===== src/source/lsu_params.svh =====
// --------------------------------------------------------------------------
// Build-wide sizing for the load/store cluster. LSU_XLEN is fixed at 32.
// LSU_LANES may be 2 to 8, and LSU_LANE_BITS must then cover it.
// RAM address bits above the word index are ignored.
// --------------------------------------------------------------------------
`ifndef LSU_PARAMS_SVH
`define LSU_PARAMS_SVH

`define LSU_LANES      4   // Number of load/store lanes.
`define LSU_XLEN       32  // Data and address width.
`define LSU_RAM_WORDS  64  // RAM depth in words.
`define LSU_LANE_BITS  2   // Width of a lane index.

`endif


===== src/source/lsu_pkg.sv =====
// --------------------------------------------------------------------------
// Shared types for the load/store cluster. The memory word union assumes
// a 32-bit little-endian word, matching LSU_XLEN.
// --------------------------------------------------------------------------
package lsu_pkg;

    // Access width of one load or store.
    typedef enum logic [1:0] {
        LSU_BYTE = 2'd0,                      // 8-bit access.
        LSU_HALF = 2'd1,                      // 16-bit access.
        LSU_WORD = 2'd2                       // 32-bit access.
    } lsu_width_t;

    // One memory word, seen as bytes or as halfwords.
    typedef union packed {
        logic [3:0][7:0]  b;                  // Byte lanes, b[0] is lowest.
        logic [1:0][15:0] h;                  // Halfword lanes.
    } mem_word_t;

endpackage


===== src/source/lsu_issue.sv =====
// --------------------------------------------------------------------------
// One operation slot per lane. A slot fills only when empty and frees when
// its lane completes without hold. Lane indices past LSU_LANES are illegal.
// --------------------------------------------------------------------------
`timescale 1ns/1ps
`include "lsu_params.svh"

module lsu_issue (
    input  logic                                g_clk,
    input  logic                                g_resetn,
    input  logic                                req_valid,
    input  logic [`LSU_LANE_BITS-1:0]           req_lane,
    input  logic                                req_load,
    input  logic                                req_store,
    input  lsu_pkg::lsu_width_t                 req_width,
    input  logic                                req_signed,
    input  logic [`LSU_XLEN-1:0]                req_addr,
    input  logic [`LSU_XLEN-1:0]                req_wdata,
    output logic                                req_ready,
    input  logic [`LSU_LANES-1:0]               res_hold,
    output logic [`LSU_LANES-1:0]               res_valid,
    output logic [`LSU_LANES-1:0]               res_error,
    input  logic [`LSU_LANES-1:0]               lane_ready,
    input  logic [`LSU_LANES-1:0]               lane_a_error,
    output logic [`LSU_LANES-1:0]               lsu_valid,
    output logic [`LSU_LANES-1:0]               lsu_load,
    output logic [`LSU_LANES-1:0]               lsu_store,
    output logic [2*`LSU_LANES-1:0]             lsu_width,
    output logic [`LSU_LANES-1:0]               lsu_signed,
    output logic [`LSU_LANES*`LSU_XLEN-1:0]     lsu_addr,
    output logic [`LSU_LANES*`LSU_XLEN-1:0]     lsu_wdata,
    output logic [`LSU_LANES-1:0]               pipe_prog
);

    logic [`LSU_LANES-1:0] slot_valid;                 // Slot holds an operation.
    logic [`LSU_LANES-1:0] take;                       // One-hot slot fill.

    // ----------------------------------------------------------------------
    // Accept and release
    // ----------------------------------------------------------------------
    assign req_ready = !slot_valid[req_lane];          // Addressed slot empty.
    assign take      = (req_valid && req_ready) ?
                       ({{(`LSU_LANES-1){1'b0}}, 1'b1} << req_lane) : '0;
    assign pipe_prog = lane_ready & ~res_hold;         // Result taken this cycle.
    assign res_valid = lane_ready & slot_valid;
    assign res_error = lane_a_error & slot_valid;      // Misaligned, no access made.
    assign lsu_valid = slot_valid;

    always_ff @(posedge g_clk) begin
        if (!g_resetn) begin
            slot_valid <= '0;
        end else begin
            slot_valid <= (slot_valid & ~pipe_prog) | take;
        end
    end

    // Operation payload, written only on fill.
    always_ff @(posedge g_clk) begin
        for (int i = 0; i < `LSU_LANES; i++) begin
            if (take[i]) begin
                lsu_load[i]                      <= req_load;
                lsu_store[i]                     <= req_store;
                lsu_width[2*i +: 2]              <= req_width;
                lsu_signed[i]                    <= req_signed;
                lsu_addr[i*`LSU_XLEN +: `LSU_XLEN]  <= req_addr;
                lsu_wdata[i*`LSU_XLEN +: `LSU_XLEN] <= req_wdata;
            end
        end
    end

    // A full slot keeps its operation until the lane result is consumed.
    for (genvar g = 0; g < `LSU_LANES; g++) begin : g_chk
        a_slot_kept: assert property (@(posedge g_clk) disable iff (!g_resetn)
            slot_valid[g] && !pipe_prog[g] |=>
                slot_valid[g] && $stable(lsu_addr[g*`LSU_XLEN +: `LSU_XLEN]));
    end

endmodule


===== config.mk =====
export PLATFORM = sky130hd
export DESIGN_NAME = lsu_issue
export DESIGN_NICKNAME = d
export VERILOG_FILES = /design/src/source/lsu_pkg.sv /design/src/source/lsu_issue.sv
export VERILOG_INCLUDE_DIRS = /design/src /design/src/source
export SDC_FILE = /design/constraint.sdc
export NUM_CORES = 1
export LEC_CHECK = 0
export BUFFER_PORTS_ARGS = -buffer_cell sky130_fd_sc_hd__buf_2
export CAP_MARGIN = 20
export CORE_AREA = 2 2 160 162
export DETAILED_ROUTE_END_ITERATION = 12
export DIE_AREA = 0 0 162 164
export GPL_TIMING_DRIVEN = 0
export HOLD_SLACK_MARGIN = 0.03
export PLACE_DENSITY = 0.63
export SLEW_MARGIN = 0
export SYNTH_ARGS = -nofsm -noshare
export SYNTH_HDL_FRONTEND = slang
export SYNTH_SLANG_ARGS = --single-unit

===== constraint.sdc =====
create_clock -name g_clk -period 11.51 [get_ports g_clk]
set_input_delay 1.7265 -clock g_clk [delete_from_list [all_inputs] [get_ports g_clk]]
set_output_delay 1.7265 -clock g_clk [all_outputs]
set_load 0.005 [all_outputs]

## Yosys cells after proc, flatten, opt, wreduce, memory -nomap -nowiden

Index checks and enable logic that the tools add are counted.

| operators by class | value |
|---|---|
| order comparisons | 1 |
| shift-type cells | 1 |
| muxes and demuxes | 3 |
| bitwise logic cells | 7 |
| reduce and logical (&&, ||, !) cells | 2 |

Operator list:

| operator | count |
|---|---|
| 4-bit AND | 4 |
| 4-bit inverter | 2 |
| 4-bit two-way mux | 1 |
| 4-bit OR | 1 |
| 1-bit by 2-bit << shifter with 4-bit output, first input constant | 1 |
| 2-bit by 3-bit less-than comparator with 1-bit output, second input constant | 1 |
| 1-bit binary-select mux with 2-bit select | 1 |
| 1-bit logical AND | 1 |
| 1-bit zero test | 1 |
| 1-bit two-way mux | 1 |

| storage, ports and cells | value |
|---|---|
| flip-flop bits (word level) | 280 |
| input port bits | 86 |
| output and inout bits | 293 |
| word-level logic and storage cells | 39 |

## Logic depth before layout (Yosys ltp)

| logic depth | value |
|---|---|
| depth after elaboration | 6 |
| mapped depth | 3 |
| mapped depth without buffers | 3 |

## Worst setup path after synthesis

OpenSTA, ideal clock, no wires.

| timing path | value |
|---|---|
| path type | input to register |
| from | input port req_lane[1] |
| to | register lsu_addr[64] (enable) |
| library setup time | 0.690 ns |
| arrival time | 8.851 ns |
| data required time | 10.820 ns |
| setup slack | 1.969 ns |
| stages on the path | 2 |
| path buffers | 0 |
| cell sequence | inv_1 -> nor4b_1 |

| on the way | value |
|---|---|
| cells in the longest elaborated chain, start to end | 5 |
| elaborated cells on any way between the ends | 6 |
| those cells by class | shift: 1; mux: 3; reduce/logical: 2 |

Ends and longest elaborated chain:

| what | RTL line | RTL |
|---|---|---|
| from (decl) | lsu_issue.sv:12 | `` input logic [`LSU_LANE_BITS-1:0] req_lane, `` |
| 1-bit binary-select mux with 2-bit select | lsu_issue.sv:41 | `assign req_ready = !slot_valid[req_lane];` |
| 1-bit two-way mux (not written as such) | lsu_issue.sv:41 |  |
| 1-bit zero test | lsu_issue.sv:41 |  |
| 1-bit logical AND | lsu_issue.sv:42 | `assign take = (req_valid && req_ready) ?` |
| 4-bit two-way mux * | lsu_issue.sv:42 |  |
| via take[2] | lsu_issue.sv:36 | `` logic [`LSU_LANES-1:0] take; `` |
| to (signal, indexed assignment) | lsu_issue.sv:65 | `` lsu_addr[i*`LSU_XLEN +: `LSU_XLEN] <= req_addr; `` |
| to (decl) | lsu_issue.sv:30 | `` output logic [`LSU_LANES*`LSU_XLEN-1:0] lsu_addr, `` |

The timed path passes the listed nets; every way through them passes the cells marked *. The select of a mux whose other input is x is not followed.
A chain may end at the register's enable or synchronous reset.

## Final worst setup path

| timing path | value |
|---|---|
| from | input port req_lane[0] |
| to | output port req_ready |

| on the way | value |
|---|---|
| cells in the longest elaborated chain, start to end | 3 |

Ends and longest elaborated chain:

| what | RTL line | RTL |
|---|---|---|
| 1-bit binary-select mux with 2-bit select | lsu_issue.sv:41 |  |
| 1-bit two-way mux (not written as such) | lsu_issue.sv:41 |  |
| 1-bit zero test | lsu_issue.sv:41 |  |
| to (decl) | lsu_issue.sv:19 | `output logic req_ready,` |

No other way between the ends. The select of a mux whose other input is x is not followed.

==> metrics.txt <==
status finished, final reports clean; total power 2.16 mW; Syn Area/Cell 27.6 sq um; Critical Path AT 2560 ps; layout cells sized above 1 0.595; crit path buf inv count 3; Die H 164 microns; CTS tree done; Root Buffer clkbuf_16; hpwl dp 14.4 mm; Remaining DRCs 0; Syn Std Cell Area 8580 sq um; final slew viol count 0; Synth Area in Compound Gates 0.00525; Synth Area in Adders 0; Final GP Congestion 0.792; Initial Util 0.346; Iteration-0 DRC Markers 302; Crit path top cell by count buf_2; total grt overflow 0; Wirelength per Cell 17.3 microns; kind of critical path in2out; clock network fraction of total power 0.421; Yosys warnings 0; PwrDens 178 nW/um^2; Synth top area share 0.966; area grow syn2layout 42.1%; ANT nets after route 0; CP endpoint kind output pin; Max Clk Rate 233 MHz; area share of and/or/nand/nor cells after synthesis 0.0146; sequential fraction of the synthesis area 0.976; first-pass detailed-route iteration total 4; All-Layer GR Usage 0.133; max cap viols 0; Via density 4.23; Setup Skew 8.61 ps; final hold slack 627 ps; crit path max fanout 5; Die Area 26600 sq um; Synth Net Count 397; cell taking the most area after synthesis edfxtp_1; total number of vias 4661; crit-path cells buf_2, mux4_2, inv_1, buf_2; RSZ-0062 raised after global routing no; Syn Inst Count 311; worst-margin pin slew 995 ps; net switching power 0.407 mW; Switching Fraction 0.188; Data required, critical path 9780 ps; Setup Fix Bufs, Post-CTS 0; first-pass GRT wire length 26.6 mm; IO Port Bufs 378; # setup viols final 0; post-synthesis mux area share 0.00263; Final period util 0.373; cts repair resizes 0; Ports 379; Slowest-stage cell, CP mux4_2; Worst-Skew Late Latency 520 ps; max incr delay on CP 510 ps; Hold Path Class reg2reg; Placeable Area 24800 sq um; CTS max path bufs 3; relative slew slack 0.333; Comb power frac 0.042; die width 162 microns; H-tree Lvls 1; clock-pin slew on the worst setup and hold paths 60 ps; vias in the first global route 4551; register bit count reported by yosys 280; Pint 1.76 mW; sequential share of power 0.537; number of library cell types mapped by synthesis 15; Worst VDD drop 0.134 mV; largest family of logic cells by synthesized area simple AND/OR/NAND/NOR gates; row count 58; Sink Count 280; Net count, final 836; overall routed net length 19.1 mm; initial antenna violation count 3; Hold Buf Count CTS 0; final hold vios 0; post-synthesis xor/xnor area fraction 0; largest net degree at the start of global routing 17; final worst path period need 4290 ps; CP delay by family, top multiplexers; CP startpoint kind input pin; TritonCTS Buffers 27; Synth area leaders edfxtp_1 (97%), dfxtp_1 (0.93%), and2_1 (0.58%); P_leak 4.82 nW
==> placed cells by master (no fill, tap or decap) <==
cell / count
a211oi_1: 2
a31oi_1: 2
and2_1: 8
buf_16: 3
buf_2: 378
buf_4: 20
buf_6: 7
buf_8: 2
bufinv_16: 6
clkbuf_1: 3
clkbuf_16: 27
clkinv_1: 3
clkinv_2: 8
clkinv_4: 1
clkinvlp_4: 1
dfxtp_1: 4
diode_2: 1
edfxtp_1: 276
inv_1: 4
mux4_2: 1
nand2_1: 2
nor2_1: 1
nor2b_1: 5
nor3_2: 1
nor3_4: 1
nor4b_2: 2
o211a_1: 1
o21a_1: 1
==> stage by stage <==
stage	util	worst slack [ps]	setup TNS [ps]	area, sq um	cells
after global routing	0.491	7180	0	12200	1100
after floorplan	-	1970	0	8580	311
after CTS	0.491	7220	0	12200	1100
final	0.491	7220	0	12200	1101
after global placement	0.438	-3710	-510110	10900	1019
after detailed placement	0.453	7220	0	11200	1051
==> cell families after synthesis <==
group | count (synthesis)
compound gates | 6
buf+inv | 4
flops | 280
mux | 1
simple gates | 20
==> power by group through the flow <==
stage | sequential (mW) | clock (mW) | combinational (mW)
detailed placement | 1.18 | 0 | 0.0926
global route | 1.16 | 0.974 | 0.0992
global placement | 1.19 | 0 | 0.0801
CTS | 1.16 | 0.933 | 0.0927
finish | 1.16 | 0.911 | 0.0906
floorplan | 1.19 | 0 | 0.0145
==> area by class of cell <==
class | count | area, sq um
Tap cell | 330 | 413
Fill cell | 2120 | 12600
Multi-Input combinational cell | 27 | 216
Clock inverter | 19 | 248
Clock buffer | 30 | 687
Inverter | 4 | 15.0
Antenna cell | 1 | 2.50
Timing Repair Buffer | 410 | 2230
Sequential cell | 280 | 8370
==> cells in the mapped netlist <==
master and count:
edfxtp_1 276, nor2b_1 5, nor3_2 1, a31oi_1 2, o211a_1 1, o21a_1 1
and2_1 8, inv_1 4, nand2_1 2, mux4_2 1, a211oi_1 2, nor3_1 1
dfxtp_1 4, nor4b_1 2, nor2_1 1
==> path summary, 6_finish.rpt <==
| check | startpoint | to | slack (ps) | cells after the start |
|---|---|---|---|---|
| min | lsu_valid[2] | lsu_valid[2] | 630 | 1 |
| max | req_lane[0] | req_ready | 7220 | 4 |
| max reg2reg | lsu_valid[0] | lsu_addr[30] | 9010 | 6 |
| min reg2reg | lsu_valid[2] | lsu_valid[2] | 630 | 1 |
==> per-layer routing <==
metal | vias to the layer above | wire (microns) | GRT usage | part of all wire
li1 | 2144 | - | - | -
met4 | 4 | 463 | 0.0426 | 0.024
met2 | 264 | 9940 | 0.241 | 0.52
met5 | - | 23 | 0 | 0.0012
met3 | 39 | 1760 | 0.0422 | 0.092
met1 | 2210 | 6890 | 0.150 | 0.36
==> sequential cells by signal, indices dropped and copies added, names as in the netlist <==
name        count
lsu_valid       4
lsu_load        4
lsu_store       4
lsu_addr      128
lsu_width       8
lsu_wdata     128
lsu_signed      4
(Power assumes the default switching activity.)
