--- config.mk ---
export PLATFORM = sky130hd
export DESIGN_NAME = lsu_lane
export DESIGN_NICKNAME = d
export VERILOG_FILES = /design/src/source/lsu_pkg.sv /design/src/source/lsu_lane.sv
export VERILOG_INCLUDE_DIRS = /design/src /design/src/source
export SDC_FILE = /design/constraint.sdc
export NUM_CORES = 1
export LEC_CHECK = 0
export BUFFER_PORTS_ARGS = -buffer_cell sky130_fd_sc_hd__buf_2
export CORE_UTILIZATION = 37
export CTS_CLUSTER_SIZE = 28
export DETAILED_ROUTE_END_ITERATION = 10
export GPL_ROUTABILITY_DRIVEN = 0
export PLACE_DENSITY = 0.79
export SYNTH_ARGS = -nofsm -noshare
export SYNTH_HDL_FRONTEND = slang
export SYNTH_SLANG_ARGS = --single-unit
--- constraint.sdc ---
create_clock -name g_clk -period 3.89 [get_ports g_clk]
set_input_delay 0.778 -clock g_clk [delete_from_list [all_inputs] [get_ports g_clk]]
set_output_delay 0.778 -clock g_clk [all_outputs]
set_load 0.01 [all_outputs]
--- src/source/lsu_params.svh ---
// --------------------------------------------------------------------------
// Build-wide sizing for the load/store cluster. LSU_XLEN is fixed at 32.
// LSU_LANES may be 2 to 8, and LSU_LANE_BITS must then cover it.
// RAM address bits above the word index are ignored.
// --------------------------------------------------------------------------
`ifndef LSU_PARAMS_SVH
`define LSU_PARAMS_SVH

`define LSU_LANES      4   // Number of load/store lanes.
`define LSU_XLEN       32  // Data and address width.
`define LSU_RAM_WORDS  64  // RAM depth in words.
`define LSU_LANE_BITS  2   // Width of a lane index.

`endif

--- src/source/lsu_pkg.sv ---
// --------------------------------------------------------------------------
// Shared types for the load/store cluster. The memory word union assumes
// a 32-bit little-endian word, matching LSU_XLEN.
// --------------------------------------------------------------------------
package lsu_pkg;

    // Access width of one load or store.
    typedef enum logic [1:0] {
        LSU_BYTE = 2'd0,                      // 8-bit access.
        LSU_HALF = 2'd1,                      // 16-bit access.
        LSU_WORD = 2'd2                       // 32-bit access.
    } lsu_width_t;

    // One memory word, seen as bytes or as halfwords.
    typedef union packed {
        logic [3:0][7:0]  b;                  // Byte lanes, b[0] is lowest.
        logic [1:0][15:0] h;                  // Halfword lanes.
    } mem_word_t;

endpackage

--- src/source/lsu_lane.sv ---
// --------------------------------------------------------------------------
// One load/store lane. Inputs must stay stable while lsu_valid is high.
// Only misalignment is reported as an error. Load data is valid for loads
// only, and reads as zero for stores.
// --------------------------------------------------------------------------
`timescale 1ns/1ps
`include "lsu_params.svh"

module lsu_lane (
    input  logic                   g_clk,
    input  logic                   g_resetn,
    input  logic                   lsu_valid,
    input  logic                   lsu_load,
    input  logic                   lsu_store,
    input  lsu_pkg::lsu_width_t    lsu_width,
    input  logic                   lsu_signed,
    input  logic [`LSU_XLEN-1:0]   lsu_addr,
    input  logic [`LSU_XLEN-1:0]   lsu_wdata,
    input  logic                   pipe_prog,
    output logic                   lsu_ready,
    output logic                   lsu_a_error,
    output logic                   dmem_req,
    output logic                   dmem_wen,
    output logic [3:0]             dmem_strb,
    output logic [`LSU_XLEN-1:0]   dmem_addr,
    output logic [`LSU_XLEN-1:0]   dmem_wdata,
    input  logic                   dmem_gnt,
    input  logic [`LSU_XLEN-1:0]   dmem_rdata,
    output logic [`LSU_XLEN-1:0]   res_rdata
);

    import lsu_pkg::*;

    logic                 lsu_finished;                // Done, waiting for consume.
    logic                 dmem_txn_done;               // Granted this cycle.
    logic [`LSU_XLEN-1:0] rdata_q;                     // Load data held under hold.
    logic [`LSU_XLEN-1:0] ld_data;
    logic [7:0]           ld_byte;
    logic [15:0]          ld_half;
    mem_word_t            rword;

    // ----------------------------------------------------------------------
    // Completion tracking
    // ----------------------------------------------------------------------
    assign dmem_txn_done = dmem_req && dmem_gnt;
    assign lsu_ready     = dmem_txn_done || lsu_finished ||
                           (lsu_valid && lsu_a_error);  // Errors finish at once.

    always_ff @(posedge g_clk) begin
        if (!g_resetn) begin
            lsu_finished <= 1'b0;
        end else begin
            lsu_finished <= lsu_ready && !pipe_prog;    // Hold keeps it set.
        end
    end

    assign lsu_a_error = (lsu_width == LSU_HALF &&  lsu_addr[0]) ||
                         (lsu_width == LSU_WORD && |lsu_addr[1:0]);

    // ----------------------------------------------------------------------
    // Memory request
    // ----------------------------------------------------------------------
    assign dmem_req  = lsu_valid && !lsu_finished && !lsu_a_error;
    assign dmem_wen  = lsu_store;
    assign dmem_addr = {lsu_addr[`LSU_XLEN-1:2], 2'b00};   // Word aligned.

    always_comb begin
        case (lsu_width)
            LSU_BYTE: begin
                dmem_strb  = 4'b0001 << lsu_addr[1:0];
                dmem_wdata = `LSU_XLEN'(lsu_wdata[7:0]) << {lsu_addr[1:0], 3'b000};
            end
            LSU_HALF: begin
                dmem_strb  = 4'b0011 << {lsu_addr[1], 1'b0};
                dmem_wdata = `LSU_XLEN'(lsu_wdata[15:0]) << {lsu_addr[1], 4'b0000};
            end
            default: begin
                dmem_strb  = 4'b1111;
                dmem_wdata = lsu_wdata;
            end
        endcase
    end

    // ----------------------------------------------------------------------
    // Load extraction
    // ----------------------------------------------------------------------
    assign rword   = dmem_rdata;
    assign ld_byte = rword.b[lsu_addr[1:0]];
    assign ld_half = rword.h[lsu_addr[1]];

    always_comb begin
        case (lsu_width)
            LSU_BYTE: ld_data = {{(`LSU_XLEN-8){lsu_signed && ld_byte[7]}}, ld_byte};
            LSU_HALF: ld_data = {{(`LSU_XLEN-16){lsu_signed && ld_half[15]}}, ld_half};
            default:  ld_data = rword;
        endcase
    end

    always_ff @(posedge g_clk) begin
        if (dmem_txn_done && !pipe_prog) begin
            rdata_q <= ld_data;                          // Grant under hold.
        end
    end

    assign res_rdata = !lsu_load    ? '0      :
                       lsu_finished ? rdata_q : ld_data;

    // A request carries only a legal width on its natural boundary.
    a_no_err_req: assert property (@(posedge g_clk) disable iff (!g_resetn)
        dmem_req |-> (lsu_width == LSU_BYTE) ||
                     (lsu_width == LSU_HALF && !lsu_addr[0]) ||
                     (lsu_width == LSU_WORD && lsu_addr[1:0] == 2'b00));

    a_strb_width: assert property (@(posedge g_clk) disable iff (!g_resetn)
        dmem_req |-> $countones(dmem_strb) ==
            ((lsu_width == LSU_BYTE) ? 1 : (lsu_width == LSU_HALF) ? 2 : 4));

endmodule

; Word-level counts from Yosys, hierarchy flattened
; Index checks and enable logic that the tools add are counted.
[classes]
order_cmp = 2
eq_ne = 2
shifts = 4
mux = 9
reduce_logical = 18
[op_table]
columns = op, count
row1 = $pmux W32 S2, 2
row2 = $mux W32, 2
row3 = $mux W16, 2
row4 = $shl A16 B5 Y32, 1
row5 = $shl A8 B5 Y32, 1
row6 = $bmux W8 S2, 1
row7 = $logic_and A1 B1 Y1, 10
row8 = $mux W8, 1
row9 = $pmux W4 S2, 1
row10 = $shl A1 B2 Y4 const A, 1
row11 = $shl A2 B2 Y4 const A, 1
row12 = $logic_not A1 Y1, 3
row13 = $logic_or A1 B1 Y1, 3
row14 = $lt A2 B3 Y1 const B, 1
row15 = $eq A2 B1 Y1 const B, 1
row16 = $eq A2 B2 Y1 const B, 1
row17 = $logic_not A2 Y1, 1
row18 = $lt A1 B2 Y1 const B, 1
row19 = $reduce_or A2 Y1, 1
[totals]
register_bits = 33
in_bits = 106
output_inout_bits = 104
elab_cells = 37

; Longest topological paths before layout
[logic_depth]
ltp_word = 9
ltp_mapped = 7
mapped_depth_nobuf = 4

; Worst setup path before layout
; OpenSTA, ideal clock, no wires.
[synth_path]
kind = input-to-reg
startpoint = input lsu_width[1]
endpoint = register rdata_q[0], enable pin
setup_time_ns = 0.392
arrival_ns = 2.643
required_ns = 3.498
path_slack_ns = 0.854
stages = 5
path_buffers = 1
path_cell_list = buf_2 nor2b_1 a22o_1 nor3b_1 and3b_1
[synth_between]
elab_chain_len = 7
elab_cells_between_ends = 9
cone_classes = eq/ne (2) / reduce/logical (7)
[synth_rtl]
columns = element, line_no
row1 = from (decl), lsu_lane.sv:15  ; input lsu_pkg::lsu_width_t lsu_width,
row2 = $eq A2 B1 Y1 / $eq A2 B2 Y1 (equally long branches), "lsu_lane.sv:57, lsu_lane.sv:58"
row3 = $logic_and A1 B1 Y1 (on tied branches), "lsu_lane.sv:57, lsu_lane.sv:58"
row4 = $logic_or A1 B1 Y1 *, lsu_lane.sv:57  ; assign lsu_a_error = (lsu_width == LSU_HALF && lsu_addr[0]) ||
row5 = net lsu_a_error, lsu_lane.sv:21  ; output logic lsu_a_error,
row6 = $logic_not A1 Y1 *, lsu_lane.sv:63  ; assign dmem_req = lsu_valid && !lsu_finished && !lsu_a_error;
row7 = $logic_and A1 B1 Y1 *, lsu_lane.sv:63
row8 = net dmem_req, lsu_lane.sv:22  ; output logic dmem_req,
row9 = $logic_and A1 B1 Y1 *, lsu_lane.sv:45  ; assign dmem_txn_done = dmem_req && dmem_gnt;
row10 = $logic_and A1 B1 Y1 *, lsu_lane.sv:100  ; if (dmem_txn_done && !pipe_prog) begin
row11 = to (signal assigned), lsu_lane.sv:101  ; rdata_q <= ld_data;
row12 = to (decl), lsu_lane.sv:36  ; logic [`LSU_XLEN-1:0] rdata_q;
; Mark *: on every way through the listed nets, which the timed path passes. The rest lies on a longest branch.
; A chain may end at the register's enable or synchronous reset.

; Worst setup path in the final report
[layout_path]
startpoint = input lsu_addr[1]
endpoint = output res_rdata[22]
[layout_between]
elab_chain_len = 6
elab_cells_between_ends = 9
cone_classes = mux (7) / reduce/logical (2)
[layout_rtl]
columns = element, line_no
row1 = from (decl), lsu_lane.sv:17  ; input logic [`LSU_XLEN-1:0] lsu_addr,
row2 = $bmux W8 S2 / $mux W16 (equally long branches), "lsu_lane.sv:88, lsu_lane.sv:89"
row3 = $mux W8 (implied by the code) / $mux W16 (equally long branches), "lsu_lane.sv:88, lsu_lane.sv:89"
row4 = $logic_and A1 B1 Y1 (on tied branches), "lsu_lane.sv:93, lsu_lane.sv:94"
row5 = $pmux W32 S2 *, lsu_lane.sv:92  ; case (lsu_width)
row6 = $mux W32 *, lsu_lane.sv:106  ; lsu_finished ? rdata_q : ld_data;
row7 = $mux W32 *, lsu_lane.sv:105  ; assign res_rdata = !lsu_load ? '0 :
row8 = to (decl), lsu_lane.sv:29  ; output logic [`LSU_XLEN-1:0] res_rdata
; Every way passes the cells marked *; elsewhere a longest branch is shown, timed or not. The select of a mux whose other input is x is not followed.

==> results by group <==
Yosys
  – Most area-consuming cells after synthesis: edfxtp_1 (34%), buf_4 (9.1%), nand2_1 (7.4%), o21ai_0 (5.9%), a22o_1 (5.3%)
  – Most common cell in the synthesized netlist: nand2_1
  – Most common flop cell mapped by yosys: edfxtp_1
  – #FFs+latches synth: 33
  – YS warnings: 0
  – Cell taking the most area after synthesis: edfxtp_1
  – Synth cell count leaders: nand2_1 (55), buf_4 (34), o21ai_0 (33), edfxtp_1 (32)
  – Sequential area share after synthesis: 34.9%
  – EDFF count, synth: 32
  – Yosys top cell area share: 34.2%
  – Synthesized area: approximately 2800 µm²
  – Cells after Synth: between 300 and 400
  – Syn_area_per_cell: approximately 8.5 µm²
  – Netlist cell types: ~40
  – Asr flop ratio synth: 0%

GRT
  – Global Route Usage Sum: roughly 23%
  – Initial antenna violation count: 0
  – Met2 GRT Util: between 40% and 50%
  – Overflow after GRT: 0
  – GRT busiest layer: met2
  – Largest net degree at the start of global routing: 34
  – Grt met1 use: 26.6%
  – Met3 Use GR: 4.06%
  – Number of global-route vias before repair: around 2700
  – First-pass GRT wire length: between 10000 and 15000 µm

Timing
  – Slew headroom: 51.1%
  – Final Cycle Share: between 90% and 100%
  – Post-route minimum period: between 3 and 4 ns
  – Fin. max-slew vios: 0
  – Achievable Freq: approximately 280 MHz
  – Fin worst setup slack: ~0.29 ns
  – Hold slack: approximately 0.73 ns
  – Final Setup Violations: 0
  – Setup TNS Final: 0 ns
  – Clock Skews: around 0.0012 ns
  – Worst-Margin Slew: 0.733 ns
  – Endpoints failing hold: 0
  – Unrepaired setup endpoints after global routing: no

Placement
  – Placed instance area: between 3000 and 4000 µm²
  – Post-Place Worst Slack: 0.314 ns
  – Placed cells: ~520
  – Port Buf Inserts: about 150
  – Final HPWL from detailed placement: about 7500 µm

Clock network
  – Total of cells resized after clock tree synthesis: 0
  – Worst-Skew Late Latency: roughly 0.28 ns
  – Post-CTS setup buffer count: 0
  – CTS tree: yes
  – Hold buffer count at cts: 0
  – Total CTS buffers: 5
  – Clock sink total: 33
  – Worst-path clk slew: 0.06 ns
  – CTS Root Cell: clkbuf_8
  – H-tree levels: 2
  – Max Buffers Root-to-Sink: 2

Cells and area
  – Cell Count, Final, Fillers Out: between 500 and 600
  – Final Instance Area: approximately 3400 µm²
  – Area growth from synthesis to layout: 21.7%
  – Inserted Diodes: 0
  – Nets@finish: around 540
  – Share of post-route cells with drive strength above 1: 38.7%

Die
  – Die Span Y: approximately 89 µm
  – Starting Density: 38.5%
  – Core Rows: 31
  – Area of the core: 7290 µm²
  – Die area: roughly 8000 µm²
  – IO Count: 210
  – Die W: ~89 µm

Routing
  – DRC errors left: 0
  – Post-DRT Antenna Nets: 0
  – Wire per inst: 18.4 µm
  – Via count: just over 3000
  – 1st-pass router iterations: 5
  – Routed wire length: slightly below 10000 µm
  – Vias per Instance: 5.72
  – Initial DRC Count: between 150 and 200

Hold path
  – Hold Crit Class: in2reg

Worst setup path
  – Crit path launch type: input pin
  – Critical Path AT: 2.82 ns
  – CP Max Fanout: 16
  – Crit path required time: around 3.1 ns
  – CP endpoint kind: primary output
  – Crit Path Category: in2out

Job
  – Max-Cap Viols: 0

Pwr
  – Max VDD drop: ~0.15 mV
  – Leak: 0.00168 µW
  – Power Density: 286 nW/µm²

Run status
  – Outcome: finished clean
per-layer routing:
layer  up-vias  part of all wire [%]
met4         0                   3.2
met3        24                   9.5
li1       1375                     -
met5         -                     0
met1      1408                    37
met2       211                    50
flip-flops by register name (all words and copies together) (netlist names):
name          flops
rdata_q          32
lsu_finished      1
worst max-delay path, cell delays in order:
cell and delay [ns]:
buf_2 0.29, mux4_2 0.60, a32oi_4 0.25, and2_1 0.56
a21oi_1 0.18, buf_2 0.17
cell usage in the layout (no fill, tap or decap), drive strengths merged, types with 8 or more instances in the layout:
| cell | netlist | layout |
|---|---|---|
| a221o | 8 | 8 |
| and2 | 11 | 11 |
| o21ba | 8 | 8 |
| edfxtp | 32 | 32 |
| a22oi | 16 | 16 |
| a21oi | 17 | 17 |
| o21ai | 33 | 33 |
| nand3 | 8 | 8 |
| a22o | 17 | 17 |
| buf | 46 | 152 |
| nand2 | 55 | 55 |
layout make-up:
cell class / instances / area, µm²
fillers: 743 / 3880
multi-input cells: 231 / 1430
flip-flops and latches: 33 / 981
repair buffers: 152 / 778
well taps: 99 / 124
clock buffers: 6 / 72.6
inverters: 6 / 22.5
clock inverters: 1 / 3.75
path summary, 6_finish.rpt:
check	start	to	slack, ns	cells past startpoint
min	g_resetn	lsu_finished	0.73	3
max reg2reg	lsu_finished	rdata_q[4]	2.15	3
max	lsu_addr[1]	res_rdata[22]	0.29	6
min reg2reg	lsu_finished	lsu_finished	1.18	2
power breakdown:
| part | switching, µW | internal, µW |
|---|---|---|
| combinational | 193 | 138 |
| sequential | 3.82 | 406 |
| clock | 115 | 120 |
through the flow:
step | total power, µW | utilization (%)
2_1_floorplan | 634 | -
3_3_place_gp | 739 | 45.8
3_5_place_dp | 745 | 45.8
4_1_cts | 981 | 46.8
5_1_grt | 1020 | 46.8
6_report | 976 | 46.8
kinds of logic after synthesis:
| group | synth area share (%) |
|---|---|
| compound gates | 29.6 |
| simple gates | 18.6 |
| buf+inv | 14.1 |
| flops | 34.9 |
| mux | 2.27 |
| xor+xnor | 0.312 |
| other cells | 0.134 |
Power figures use the tool's default switching activity.
